[config.mk]
export PLATFORM = sky130hd
export DESIGN_NAME = branch_core_top
export DESIGN_NICKNAME = d
export VERILOG_FILES = /design/src/hw/bus_pkg.sv /design/src/hw/isa_pkg.sv /design/src/hw/branch_core_top.sv /design/src/hw/exec_unit.sv /design/src/hw/mem_arbiter.sv /design/src/hw/load_store_unit.sv /design/src/hw/fetch_unit.sv /design/src/hw/pc_unit.sv
export SDC_FILE = /design/constraint.sdc
export NUM_CORES = 2
export LEC_CHECK = 0
export BUFFER_PORTS_ARGS = -buffer_cell sky130_fd_sc_hd__buf_2
export CORE_MARGIN = 5
export CORE_UTILIZATION = 30
export DETAILED_ROUTE_END_ITERATION = 7
export HOLD_SLACK_MARGIN = 0.03
export PLACE_DENSITY = 0.41
export SLEW_MARGIN = 20
export SYNTH_ARGS = -nofsm -noshare
export SYNTH_HDL_FRONTEND = slang
export SYNTH_SLANG_ARGS = --single-unit
[constraint.sdc]
create_clock -name clock -period 12.2 [get_ports clock]
set_input_delay 0.61 -clock clock [delete_from_list [all_inputs] [get_ports clock]]
set_output_delay 0.61 -clock clock [all_outputs]
set_load 0.005 [all_outputs]
[src/hw/bus_pkg.sv]
package bus_pkg;

	typedef enum logic {
		id_fetch = 1'b0,
		id_data  = 1'b1
	} req_id_t;

	// ----------------------------------------
	// memory port payloads
	// ----------------------------------------
	typedef struct packed {
		logic [31:0] addr;
		logic        write;
		logic [31:0] wdata;
		req_id_t     id; // echoed back in the response.
	} mem_req_t;

	typedef struct packed {
		logic [31:0] rdata;
		req_id_t     id;
	} mem_rsp_t;

endpackage

[src/hw/isa_pkg.sv]
package isa_pkg;

	// ----------------------------------------
	// opcodes and sub-operations
	// ----------------------------------------
	typedef enum logic [5:0] {
		op_lwi  = 6'b000010,
		op_swi  = 6'b001010,
		op_movi = 6'b100010,
		op_j    = 6'b100100, // j and jal.
		op_jr   = 6'b100101, // jr and jral.
		op_b    = 6'b100110, // beq and bne.
		op_bz   = 6'b100111,
		op_addi = 6'b101000
	} opcode_t;

	typedef enum logic [3:0] {
		bz_beqz = 4'b0010,
		bz_bnez = 4'b0011,
		bz_bgez = 4'b0100,
		bz_bltz = 4'b0101,
		bz_bgtz = 4'b0110,
		bz_blez = 4'b0111
	} bz_op_t;

	localparam logic sub_beq = 1'b0;
	localparam logic sub_bne = 1'b1;

	localparam logic [4:0] link_reg = 5'd30; // jal and jral write the return address here.

	// ----------------------------------------
	// decoded instruction
	// ----------------------------------------
	typedef struct packed {
		opcode_t     opcode;
		logic [4:0]  rt;
		logic [4:0]  ra;
		logic [4:0]  rb;
		logic        sub_b;
		bz_op_t      sub_bz;
		logic        link;
		logic [13:0] imm14;
		logic [14:0] imm15;
		logic [15:0] imm16;
		logic [19:0] imm20;
		logic [23:0] imm24;
	} instr_fields_t;

	typedef enum logic [2:0] {
		sel_seq,
		sel_off14,
		sel_off16,
		sel_off24,
		sel_reg
	} pc_sel_t;

	typedef struct packed {
		logic rt_ra_equal;
		logic rt_zero;
		logic rt_negative;
	} branch_flags_t;

	typedef struct packed {
		logic [31:0] pc;
		logic [31:0] next_pc;
		logic        wen;
		logic [4:0]  widx;
		logic [31:0] wdata;
	} retire_t;

	function automatic instr_fields_t split_fields(logic [31:0] word);
		instr_fields_t f;
		f.opcode = opcode_t'(word[31:26]);
		f.rt     = word[25:21];
		f.ra     = word[20:16];
		f.rb     = word[15:11];
		f.sub_b  = word[14];
		f.sub_bz = bz_op_t'(word[19:16]);
		f.link   = (word[31:26] == op_jr) ? word[0] : word[24]; // jr keeps its flag in bit 0.
		f.imm14  = word[13:0];
		f.imm15  = word[14:0];
		f.imm16  = word[15:0];
		f.imm20  = word[19:0];
		f.imm24  = word[23:0];
		return f;
	endfunction

endpackage
[src/hw/branch_core_top.sv]
module branch_core_top #(
	parameter logic [31:0] reset_vector = 32'h0000_0000
) (
	input  logic              clock,
	input  logic              reset,
	output bus_pkg::mem_req_t mem_req,
	output logic              mem_req_valid,
	input  logic              mem_req_ready,
	input  bus_pkg::mem_rsp_t mem_rsp,
	input  logic              mem_rsp_valid,
	output logic              retire_valid,
	output isa_pkg::retire_t  retire
);

	logic [31:0] fetch_pc;
	logic [31:0] target;
	logic        advance;
	logic        redirect;
	logic        link;
	logic        resolve;
	logic        fetch_req_valid;
	logic        fetch_req_ready;
	logic        fetch_rsp_valid;
	logic        instr_valid;
	logic        instr_take;
	logic [31:0] instr_word;
	logic [31:0] instr_pc;
	logic [31:0] rb_data;
	logic        ls_start;
	logic        ls_write;
	logic        ls_done;
	logic [31:0] ls_addr;
	logic [31:0] ls_wdata;
	logic [31:0] ls_rdata;
	logic        data_req_valid;
	logic        data_req_ready;
	logic        data_rsp_valid;
	logic [31:0] rsp_data;
	isa_pkg::instr_fields_t fields;
	isa_pkg::branch_flags_t flags;
	bus_pkg::mem_req_t      data_req;

	wire bus_pkg::mem_req_t fetch_req =
		'{addr: fetch_pc, write: 1'b0, wdata: 32'd0, id: bus_pkg::id_fetch};

	pc_unit #(.reset_vector(reset_vector)) u_pc (
		.clock(clock), .reset(reset), .advance(advance), .fields(fields),
		.instr_pc(instr_pc), .flags(flags), .rb_data(rb_data), .resolve(resolve),
		.fetch_pc(fetch_pc), .redirect(redirect), .link(link), .target(target)
	);

	fetch_unit u_fetch (
		.clock(clock), .reset(reset), .fetch_pc(fetch_pc), .redirect(redirect),
		.req_valid(fetch_req_valid), .req_ready(fetch_req_ready),
		.rsp_valid(fetch_rsp_valid), .rsp_data(rsp_data), .advance(advance),
		.instr_valid(instr_valid), .instr_word(instr_word), .instr_pc(instr_pc),
		.instr_take(instr_take)
	);

	exec_unit u_exec (
		.clock(clock), .reset(reset), .instr_valid(instr_valid),
		.instr_word(instr_word), .instr_pc(instr_pc), .instr_take(instr_take),
		.fields(fields), .flags(flags), .rb_data(rb_data), .resolve(resolve),
		.link(link), .redirect(redirect), .target(target), .ls_start(ls_start),
		.ls_write(ls_write), .ls_addr(ls_addr), .ls_wdata(ls_wdata),
		.ls_done(ls_done), .ls_rdata(ls_rdata), .retire_valid(retire_valid),
		.retire(retire)
	);

	load_store_unit u_lsu (
		.clock(clock), .reset(reset), .start(ls_start), .write(ls_write),
		.addr(ls_addr), .wdata(ls_wdata), .req_valid(data_req_valid), .req(data_req),
		.req_ready(data_req_ready), .rsp_valid(data_rsp_valid), .rsp_data(rsp_data),
		.done(ls_done), .rdata(ls_rdata)
	);

	mem_arbiter u_arb (
		.clock(clock), .reset(reset), .fetch_req(fetch_req),
		.fetch_req_valid(fetch_req_valid), .fetch_req_ready(fetch_req_ready),
		.data_req(data_req), .data_req_valid(data_req_valid),
		.data_req_ready(data_req_ready), .mem_req(mem_req), .mem_req_valid(mem_req_valid),
		.mem_req_ready(mem_req_ready), .mem_rsp(mem_rsp), .mem_rsp_valid(mem_rsp_valid),
		.fetch_rsp_valid(fetch_rsp_valid), .data_rsp_valid(data_rsp_valid),
		.rsp_data(rsp_data)
	);

endmodule

[src/hw/exec_unit.sv]
module exec_unit (
	input  logic                   clock,
	input  logic                   reset,
	input  logic                   instr_valid,
	input  logic [31:0]            instr_word,
	input  logic [31:0]            instr_pc,
	output logic                   instr_take,
	output isa_pkg::instr_fields_t fields,
	output isa_pkg::branch_flags_t flags,
	output logic [31:0]            rb_data,
	output logic                   resolve,
	input  logic                   link,
	input  logic                   redirect,
	input  logic [31:0]            target,
	output logic                   ls_start,
	output logic                   ls_write,
	output logic [31:0]            ls_addr,
	output logic [31:0]            ls_wdata,
	input  logic                   ls_done,
	input  logic [31:0]            ls_rdata,
	output logic                   retire_valid,
	output isa_pkg::retire_t       retire
);

	logic [31:0] regs [32];
	logic [31:0] rt_data;
	logic [31:0] ra_data;
	logic [31:0] imm15_ext;
	logic        is_mem;
	logic        mem_wait;
	logic        mem_load;
	logic [31:0] mem_pc;
	logic [4:0]  mem_rt;

	// ----------------------------------------
	// decode and operands
	// ----------------------------------------
	assign fields = isa_pkg::split_fields(instr_word);
	assign rt_data = regs[fields.rt];
	assign ra_data = regs[fields.ra];
	assign rb_data = regs[fields.rb];
	assign imm15_ext = {{17{fields.imm15[14]}}, fields.imm15};
	assign flags = '{rt_ra_equal: (rt_data == ra_data), rt_zero: (rt_data == 32'd0),
		rt_negative: rt_data[31]};

	assign is_mem = (fields.opcode == isa_pkg::op_lwi) || (fields.opcode == isa_pkg::op_swi);
	assign instr_take = instr_valid && !mem_wait; // one memory access at a time.
	assign resolve = instr_take && !is_mem;
	assign ls_start = instr_take && is_mem;
	assign ls_write = (fields.opcode == isa_pkg::op_swi);
	assign ls_addr = ra_data + (imm15_ext << 2); // word offset.
	assign ls_wdata = rt_data;

	always_ff @(posedge clock) begin
		if (reset)
			mem_wait <= 1'b0;
		else if (ls_start)
			mem_wait <= 1'b1;
		else if (ls_done)
			mem_wait <= 1'b0;
	end

	always_ff @(posedge clock) begin
		if (ls_start) begin
			mem_pc <= instr_pc;
			mem_rt <= fields.rt;
			mem_load <= (fields.opcode == isa_pkg::op_lwi);
		end
	end

	// ----------------------------------------
	// retire and write back
	// ----------------------------------------
	always_comb begin
		retire_valid = resolve || ls_done;
		if (ls_done) begin
			retire.pc = mem_pc;
			retire.next_pc = mem_pc + 32'd4;
			retire.wen = mem_load;
			retire.widx = mem_rt;
			retire.wdata = ls_rdata;
		end else begin
			retire.pc = instr_pc;
			retire.next_pc = redirect ? target : instr_pc + 32'd4;
			retire.wen = 1'b0;
			retire.widx = fields.rt;
			retire.wdata = 32'd0;
			case (fields.opcode)
				isa_pkg::op_movi: begin
					retire.wen = 1'b1;
					retire.wdata = {{12{fields.imm20[19]}}, fields.imm20};
				end
				isa_pkg::op_addi: begin
					retire.wen = 1'b1;
					retire.wdata = ra_data + imm15_ext;
				end
				default: begin
					if (link) begin
						retire.wen = 1'b1;
						retire.widx = isa_pkg::link_reg;
						retire.wdata = instr_pc + 32'd4;
					end
				end
			endcase
		end
	end

	always_ff @(posedge clock) begin
		if (reset) begin
			for (int i = 0; i < 32; i++)
				regs[i] <= 32'd0;
		end else if (retire_valid && retire.wen) begin
			regs[retire.widx] <= retire.wdata;
		end
	end

endmodule

[src/hw/mem_arbiter.sv]
module mem_arbiter (
	input  logic              clock,
	input  logic              reset,
	input  bus_pkg::mem_req_t fetch_req,
	input  logic              fetch_req_valid,
	output logic              fetch_req_ready,
	input  bus_pkg::mem_req_t data_req,
	input  logic              data_req_valid,
	output logic              data_req_ready,
	output bus_pkg::mem_req_t mem_req,
	output logic              mem_req_valid,
	input  logic              mem_req_ready,
	input  bus_pkg::mem_rsp_t mem_rsp,
	input  logic              mem_rsp_valid,
	output logic              fetch_rsp_valid,
	output logic              data_rsp_valid,
	output logic [31:0]       rsp_data
);

	logic busy;
	logic grant;

	assign data_req_ready = data_req_valid && !busy;
	assign fetch_req_ready = fetch_req_valid && !data_req_valid && !busy;
	assign grant = data_req_ready || fetch_req_ready;

	always_ff @(posedge clock) begin
		if (reset) begin
			busy <= 1'b0;
			mem_req_valid <= 1'b0;
		end else if (grant) begin
			busy <= 1'b1;
			mem_req_valid <= 1'b1;
		end else begin
			if (mem_req_valid && mem_req_ready)
				mem_req_valid <= 1'b0;
			if (mem_rsp_valid)
				busy <= 1'b0;
		end
	end

	// the granted request is held here, so the port stays stable whatever the peers do.
	always_ff @(posedge clock) begin
		if (data_req_ready)
			mem_req <= data_req;
		else if (fetch_req_ready)
			mem_req <= fetch_req;
	end

	assign fetch_rsp_valid = mem_rsp_valid && (mem_rsp.id == bus_pkg::id_fetch);
	assign data_rsp_valid = mem_rsp_valid && (mem_rsp.id == bus_pkg::id_data);
	assign rsp_data = mem_rsp.rdata;

	// a response belongs to the one request that has already left the port.
	assert property (@(posedge clock) disable iff (reset)
		mem_rsp_valid |-> busy && !mem_req_valid);

endmodule

[src/hw/load_store_unit.sv]
module load_store_unit (
	input  logic              clock,
	input  logic              reset,
	input  logic              start,
	input  logic              write,
	input  logic [31:0]       addr,
	input  logic [31:0]       wdata,
	output logic              req_valid,
	output bus_pkg::mem_req_t req,
	input  logic              req_ready,
	input  logic              rsp_valid,
	input  logic [31:0]       rsp_data,
	output logic              done,
	output logic [31:0]       rdata
);

	logic pending;
	logic waiting;

	always_ff @(posedge clock) begin
		if (reset) begin
			pending <= 1'b0;
			waiting <= 1'b0;
		end else begin
			if (start)
				pending <= 1'b1;
			else if (req_valid && req_ready)
				pending <= 1'b0;
			if (req_valid && req_ready)
				waiting <= 1'b1;
			else if (rsp_valid)
				waiting <= 1'b0;
		end
	end

	always_ff @(posedge clock) begin
		if (start)
			req <= '{addr: addr, write: write, wdata: wdata, id: bus_pkg::id_data};
	end

	assign req_valid = pending;
	assign done = waiting && rsp_valid; // stores complete on their response too.
	assign rdata = rsp_data;

	assert property (@(posedge clock) disable iff (reset) start |-> !pending && !waiting);

endmodule

[src/hw/fetch_unit.sv]
module fetch_unit (
	input  logic        clock,
	input  logic        reset,
	input  logic [31:0] fetch_pc,
	input  logic        redirect,
	output logic        req_valid,
	input  logic        req_ready,
	input  logic        rsp_valid,
	input  logic [31:0] rsp_data,
	output logic        advance,
	output logic        instr_valid,
	output logic [31:0] instr_word,
	output logic [31:0] instr_pc,
	input  logic        instr_take
);

	logic        buf_valid;
	logic        inflight;
	logic [1:0]  stale_cnt;
	logic [31:0] inflight_pc;
	logic        rsp_live;

	// the answer must find the buffer empty, so ask only when it is free or being taken.
	assign req_valid = !inflight && (!buf_valid || instr_take) && !redirect;
	assign advance = req_valid && req_ready;
	assign rsp_live = rsp_valid && (stale_cnt == 2'd0) && !redirect;
	assign instr_valid = buf_valid;

	always_ff @(posedge clock) begin
		if (reset) begin
			buf_valid <= 1'b0;
			inflight <= 1'b0;
			stale_cnt <= 2'd0;
		end else begin
			if (advance)
				inflight <= 1'b1;
			else if (rsp_valid)
				inflight <= 1'b0;
			if (redirect)
				buf_valid <= 1'b0; // the prefetched word is on the wrong path.
			else if (rsp_live)
				buf_valid <= 1'b1;
			else if (instr_take)
				buf_valid <= 1'b0;
			if (redirect && inflight && !rsp_valid)
				stale_cnt <= stale_cnt + 2'd1;
			else if (rsp_valid && stale_cnt != 2'd0)
				stale_cnt <= stale_cnt - 2'd1;
		end
	end

	always_ff @(posedge clock) begin
		if (advance)
			inflight_pc <= fetch_pc;
		if (rsp_live) begin
			instr_word <= rsp_data;
			instr_pc <= inflight_pc;
		end
	end

	assert property (@(posedge clock) disable iff (reset)
		(rsp_valid && stale_cnt == 2'd0) |-> !buf_valid);

endmodule

[src/hw/pc_unit.sv]
module pc_unit #(
	parameter logic [31:0] reset_vector = 32'h0000_0000
) (
	input  logic                   clock,
	input  logic                   reset,
	input  logic                   advance,
	input  isa_pkg::instr_fields_t fields,
	input  logic [31:0]            instr_pc,
	input  isa_pkg::branch_flags_t flags,
	input  logic [31:0]            rb_data,
	input  logic                   resolve,
	output logic [31:0]            fetch_pc,
	output logic                   redirect,
	output logic                   link,
	output logic [31:0]            target
);

	isa_pkg::pc_sel_t select_pc;
	logic bz_taken;

	always_ff @(posedge clock) begin
		if (reset) begin
			fetch_pc <= reset_vector;
		end else if (redirect) begin
			fetch_pc <= target; // a taken branch overrides the sequential step.
		end else if (advance) begin
			fetch_pc <= fetch_pc + 32'd4;
		end
	end

	// ----------------------------------------
	// next pc selection
	// ----------------------------------------
	always_comb begin
		case (fields.sub_bz)
			isa_pkg::bz_beqz: bz_taken = flags.rt_zero;
			isa_pkg::bz_bgez: bz_taken = !flags.rt_negative;
			isa_pkg::bz_bgtz: bz_taken = !flags.rt_zero && !flags.rt_negative;
			isa_pkg::bz_blez: bz_taken = flags.rt_zero || flags.rt_negative;
			isa_pkg::bz_bltz: bz_taken = flags.rt_negative;
			isa_pkg::bz_bnez: bz_taken = !flags.rt_zero;
			default:          bz_taken = 1'b0;
		endcase
	end

	always_comb begin
		select_pc = isa_pkg::sel_seq;
		case (fields.opcode)
			isa_pkg::op_b: begin
				if (fields.sub_b == isa_pkg::sub_beq && flags.rt_ra_equal)
					select_pc = isa_pkg::sel_off14;
				else if (fields.sub_b == isa_pkg::sub_bne && !flags.rt_ra_equal)
					select_pc = isa_pkg::sel_off14;
			end
			isa_pkg::op_bz: begin
				if (bz_taken)
					select_pc = isa_pkg::sel_off16;
			end
			isa_pkg::op_j:  select_pc = isa_pkg::sel_off24;
			isa_pkg::op_jr: select_pc = isa_pkg::sel_reg;
			default:        select_pc = isa_pkg::sel_seq;
		endcase
	end

	always_comb begin
		case (select_pc)
			isa_pkg::sel_off14:
				target = instr_pc + {{17{fields.imm14[13]}}, fields.imm14, 1'b0};
			isa_pkg::sel_off16:
				target = instr_pc + {{15{fields.imm16[15]}}, fields.imm16, 1'b0};
			isa_pkg::sel_off24:
				target = instr_pc + {{7{fields.imm24[23]}}, fields.imm24, 1'b0};
			isa_pkg::sel_reg:
				target = rb_data;
			default:
				target = instr_pc + 32'd4;
		endcase
	end

	assign redirect = resolve && (select_pc != isa_pkg::sel_seq);
	assign link = resolve && fields.link &&
		(fields.opcode == isa_pkg::op_j || fields.opcode == isa_pkg::op_jr);

	// register jump targets come from the register file and must stay word aligned.
	assert property (@(posedge clock) disable iff (reset) fetch_pc[1:0] == 2'b00);

endmodule

==> metrics.md <==
| Metric | Value |
|---|---|
| Wire length of the first global-routing pass | about 530000 um |
| Worst Reg-to-Reg Cells | 26 |
| Setup Viol. Count Final | 0 |
| Worst R2R End | u_pc.fetch_pc[29]$_SDFFE_PP0P_ |
| Share of cells above drive strength 1 | 0.234 |
| Warnings, synthesis | 0 |
| Total negative slack for setup checks | 0 ps |
| Placed inst area | around 85000 sq um |
| Hold bufs inserted after CTS | 27 |
| Share of total power in the clock network | 0.380 |
| Die Footprint | 274000 sq um |
| Dominant cells by area after synthesis | sky130_fd_sc_hd__edfxtp_1 49%, sky130_fd_sc_hd__mux4_2 17%, sky130_fd_sc_hd__mux2i_1 6.6% |
| Ys async rst share | 0 |
| Final HPWL DP | between 200000 and 300000 um |
| Worst supply voltage drop on vdd | approximately 0.15 mV |
| Footprint of the multi-input gates | 37200 sq um |
| Max Slew Vio Count | 0 |
| Share of the cycle needed by the critical path after routing | 0.866 |
| Critical Path Sink Type | primary output |
| Width of the chip | 523 um |
| Yosys top cell by area | sky130_fd_sc_hd__edfxtp_1 |
| Worst-path clk slew | ~60 ps |
| Reported net switching power | 0.00371 W |
| Count of flip-flops with a built-in enable after synthesis | about 1300 |
| Share of total power in sequential cells | 0.439 |
| Number of different library cells in the post-synthesis netlist | 86 |
| Slowest stage cell on the critical path | sky130_fd_sc_hd__a2111oi_1 |
| Leakage power of the design | approximately 31 nW |
| Cell internal pwr | ~0.0088 W |
| Most numerous cell in the Yosys netlist | sky130_fd_sc_hd__edfxtp_1 |
| Sequential area share after synthesis | 0.504 |
| Count of port buffers added during placement | 206 |
| Sort of element at the start of the critical path | register |
| DR DRC count | 0 |
| Via count of the first global-routing pass | between 50000 and 60000 |
| Internal reg-to-reg setup slack | roughly 3200 ps |
| Routed via count divided by cell count | slightly above 6 |
| Overall track demand over capacity in global routing | 0.280 |
| Number of H-tree branching levels | 4 |
| Area delta synth->final | 13.8% |
| Count of placed standard cells including taps | 9610 |
| Fmax | approximately 95 MHz |
| Average wire per cell in the routed design | 39.7 um |
| Top cell types by occurrence after synthesis | 1289 x sky130_fd_sc_hd__edfxtp_1, 1182 x sky130_fd_sc_hd__nor2_1, 595 x sky130_fd_sc_hd__mux4_2, 522 x sky130_fd_sc_hd__mux2i_1, 363 x sky130_fd_sc_hd__clkbuf_1 |
| Required time of the worst setup path | 11590 ps |
| Drt first-iter violations | ~8600 |
| Worst-path maximum fanout | 40 |
| Initial core utilization | 0.301 |
| Largest net degree at the start of global routing | 118 |
| Library cell used as clock root buffer | sky130_fd_sc_hd__clkbuf_16 |
| TritonCTS clock tree | yes |
| Final critical path time including I/O delays and setup | ~11000 ps |
| Combined area of all synthesized cells | between 70000 and 80000 sq um |
| Result of the run | finished clean |
| Setup crit end | retire[67] |
| Final #Nets | roughly 6400 |
| Flip-flop and latch count after synthesis | roughly 1300 |
| Mean Syn Cell Area | roughly 13 sq um |
| Grt ovf | 0 |
| Count of endpoints failing hold in the final timing report | 0 |
| Post-Route Skew | between 40 and 50 ps |
| Synth Instances | around 6200 |
| Latest clock arrival within the worst-skew pair | around 840 ps |
| Die outline height | roughly 520 um |
| Buffer count from post-CTS setup fixing | 0 |
| Actual slew at the worst max-slew pin | around 1200 ps |
| TritonCTS Buffers | about 160 |
| Number of antenna-violating nets in the routed design | 0 |
| Row count | between 150 and 200 |
| Switching share of power | 0.297 |
| Post-layout instance area | 89900 sq um |
| Net Count, Synth | ~6300 |
| Routability Congestion | 0.902 |
| Most frequently used flop master after synthesis | sky130_fd_sc_hd__edfxtp_1 |
| Startpoint-to-endpoint class of the critical path | reg -> out |
| Clock Sink Count | 1345 |
| Unrepaired setup endpoints after global routing | false |
| Comb pwr share | 0.181 |
| Class of the tightest hold or removal check | in -> reg |
| I/O Pins | slightly above 200 |
| Power density cells | ~140 nW/um^2 |
| Flip-flop and latch area | ~40000 sq um |
| Top-area cell type share of the netlist area | 0.490 |
| Cells resized by post-CTS repair | 0 |
| Final Instance Count excl. Fillers | a little under 10000 |
| Max stage delay on crit path | ~940 ps |
| Total detailed-routing wirelength | about 390000 um |
| Number of filler instances in the final layout | ~26000 |
| Area of the placeable core | 262000 sq um |
| Buffers from clock root to sink, at most | 3 |
| CP Data Arrival Time | around 10000 ps |
| Drt first pass iters | 8 |
| Vias after detailed routing | 60963 |
| Antenna violations before repair | 26 |
| Relative slew slack | 0.183 |
| Max cap viols | 0 |
==> critical path, delay by kind of cell, from the launching register on <==
family	cells	cell delay [ps]
muxes	1	290
buffers and inverters	4	1350
DFF	1	510
and+or+nand+nor	7	2400
adders and majority gates	1	310
xor gates and xnor gates	1	90
AOI/OAI and AO/OA	14	4010
==> routing by layer <==
layer,global-route usage,routed length (um),share of wire
met1,0.370,158000,0.40
met2,0.443,180000,0.46
met3,0.0655,36900,0.094
met4,0.119,18700,0.047
met5,0,41,0.00010
==> how the worst min path moves through the flow <==
stage | slack [ps] | depth (start not counted) | end | start
4_1_cts | 40 | 1 | u_fetch.instr_word[26]$_DFFE_PP_ | mem_rsp[27]
6_report | 110 | 1 | u_fetch.instr_word[24]$_DFFE_PP_ | mem_rsp[25]
3_3_place_gp | 400 | 0 | u_fetch.instr_pc[16]$_DFFE_PP_ | u_fetch.inflight_pc[16]$_DFFE_PP_
5_1_grt | 60 | 1 | u_fetch.instr_word[26]$_DFFE_PP_ | mem_rsp[27]
3_5_place_dp | 400 | 0 | u_fetch.instr_pc[20]$_DFFE_PP_ | u_fetch.inflight_pc[20]$_DFFE_PP_
2_1_floorplan | 400 | 0 | u_fetch.instr_pc[0]$_DFFE_PP_ | u_fetch.inflight_pc[0]$_DFFE_PP_
==> power by group through the flow <==
stage               combinational, W  sequential [W]  clock, W
global placement             0.00220         0.00557         0
detailed placement           0.00220         0.00557         0
global route                 0.00233         0.00549   0.00498
finish                       0.00225         0.00548   0.00475
floorplan                    0.00132         0.00545         0
CTS                          0.00222         0.00547   0.00482
==> cells by family (layout without fill, tap and decap cells) <==
family	Yosys count	count (layout)	synth area share
AO/OA/AOI/OAI	856	856	0.0760
XOR/XNOR	183	183	0.0203
adder cells (fa/ha/maj)	83	83	0.0134
buffers and inverters	642	821	0.0347
flip-flops	1345	1345	0.504
multiplexers	1192	1192	0.247
other	0	18	0
AND/OR/NAND/NOR	1925	1925	0.104
==> metrics by stage <==
| step | setup slack, ps | total power (W) | hold WS [ps] | util |
|---|---|---|---|---|
| 2_1_floorplan | 4780 | 0.00677 | 400 | - |
| 3_3_place_gp | 2540 | 0.00777 | 401 | 0.322 |
| 3_5_place_dp | 2910 | 0.00777 | 405 | 0.323 |
| 4_1_cts | 1950 | 0.0125 | 35.1 | 0.343 |
| 5_1_grt | 1480 | 0.0128 | 59.4 | 0.343 |
| 6_report | 1640 | 0.0125 | 113 | 0.343 |
==> cell type report <==
type / count / area share
sequential: 1345 / 0.443
multi-input combinational: 4239 / 0.414
tap: 3515 / 0.0489
clock buffer: 211 / 0.0483
timing repair buffer: 457 / 0.0351
clock inverter: 72 / 0.00682
inverter: 81 / 0.00345
antenna: 18 / 0.000501
==> cell usage in the layout, fill, tap and decap left out, types with 17 or more instances in the layout <==
cell type	instances
sky130_fd_sc_hd__o22ai_1	17
sky130_fd_sc_hd__nand3_1	159
sky130_fd_sc_hd__clkbuf_1	41
sky130_fd_sc_hd__nor3_1	26
sky130_fd_sc_hd__dfxtp_1	45
sky130_fd_sc_hd__a221oi_1	32
sky130_fd_sc_hd__o21ai_0	61
sky130_fd_sc_hd__clkinv_2	19
sky130_fd_sc_hd__and3_1	36
sky130_fd_sc_hd__dlygate4sd3_1	27
sky130_fd_sc_hd__a22oi_1	283
sky130_fd_sc_hd__nand2b_1	20
sky130_fd_sc_hd__ha_1	80
sky130_fd_sc_hd__diode_2	18
sky130_fd_sc_hd__a211oi_1	60
sky130_fd_sc_hd__nand2_1	248
sky130_fd_sc_hd__and2_1	41
sky130_fd_sc_hd__xnor2_1	88
sky130_fd_sc_hd__nand2_2	31
sky130_fd_sc_hd__mux2_2	66
sky130_fd_sc_hd__buf_4	211
sky130_fd_sc_hd__inv_1	77
sky130_fd_sc_hd__mux2i_1	516
sky130_fd_sc_hd__nor2_1	1176
sky130_fd_sc_hd__a21o_1	37
sky130_fd_sc_hd__nand2b_4	25
sky130_fd_sc_hd__xor2_1	95
sky130_fd_sc_hd__clkinv_1	30
sky130_fd_sc_hd__a22o_1	19
sky130_fd_sc_hd__nand4_1	52
sky130_fd_sc_hd__mux4_2	595
sky130_fd_sc_hd__clkbuf_16	164
sky130_fd_sc_hd__buf_2	206
sky130_fd_sc_hd__a31oi_1	27
sky130_fd_sc_hd__a21oi_1	144
sky130_fd_sc_hd__edfxtp_1	1289
==> state kept, by name, summed over array words and instances (netlist names), named ones only <==
register / flops
u_lsu.req_valid: 1
u_fetch.inflight: 1
u_fetch.instr_pc: 32
u_pc.fetch_pc: 32
u_arb.mem_req: 66
u_lsu.waiting: 1
u_fetch.instr_word: 32
u_exec.mem_load: 1
u_fetch.instr_valid: 1
u_fetch.inflight_pc: 32
u_exec.mem_rt: 5
u_arb.mem_req_valid: 1
u_lsu.req: 65
u_exec.mem_pc: 32
u_fetch.stale_cnt: 2
u_exec.mem_wait: 1
u_exec.regs: 1024
u_arb.busy: 1
Power figures use the tool's default switching activity.
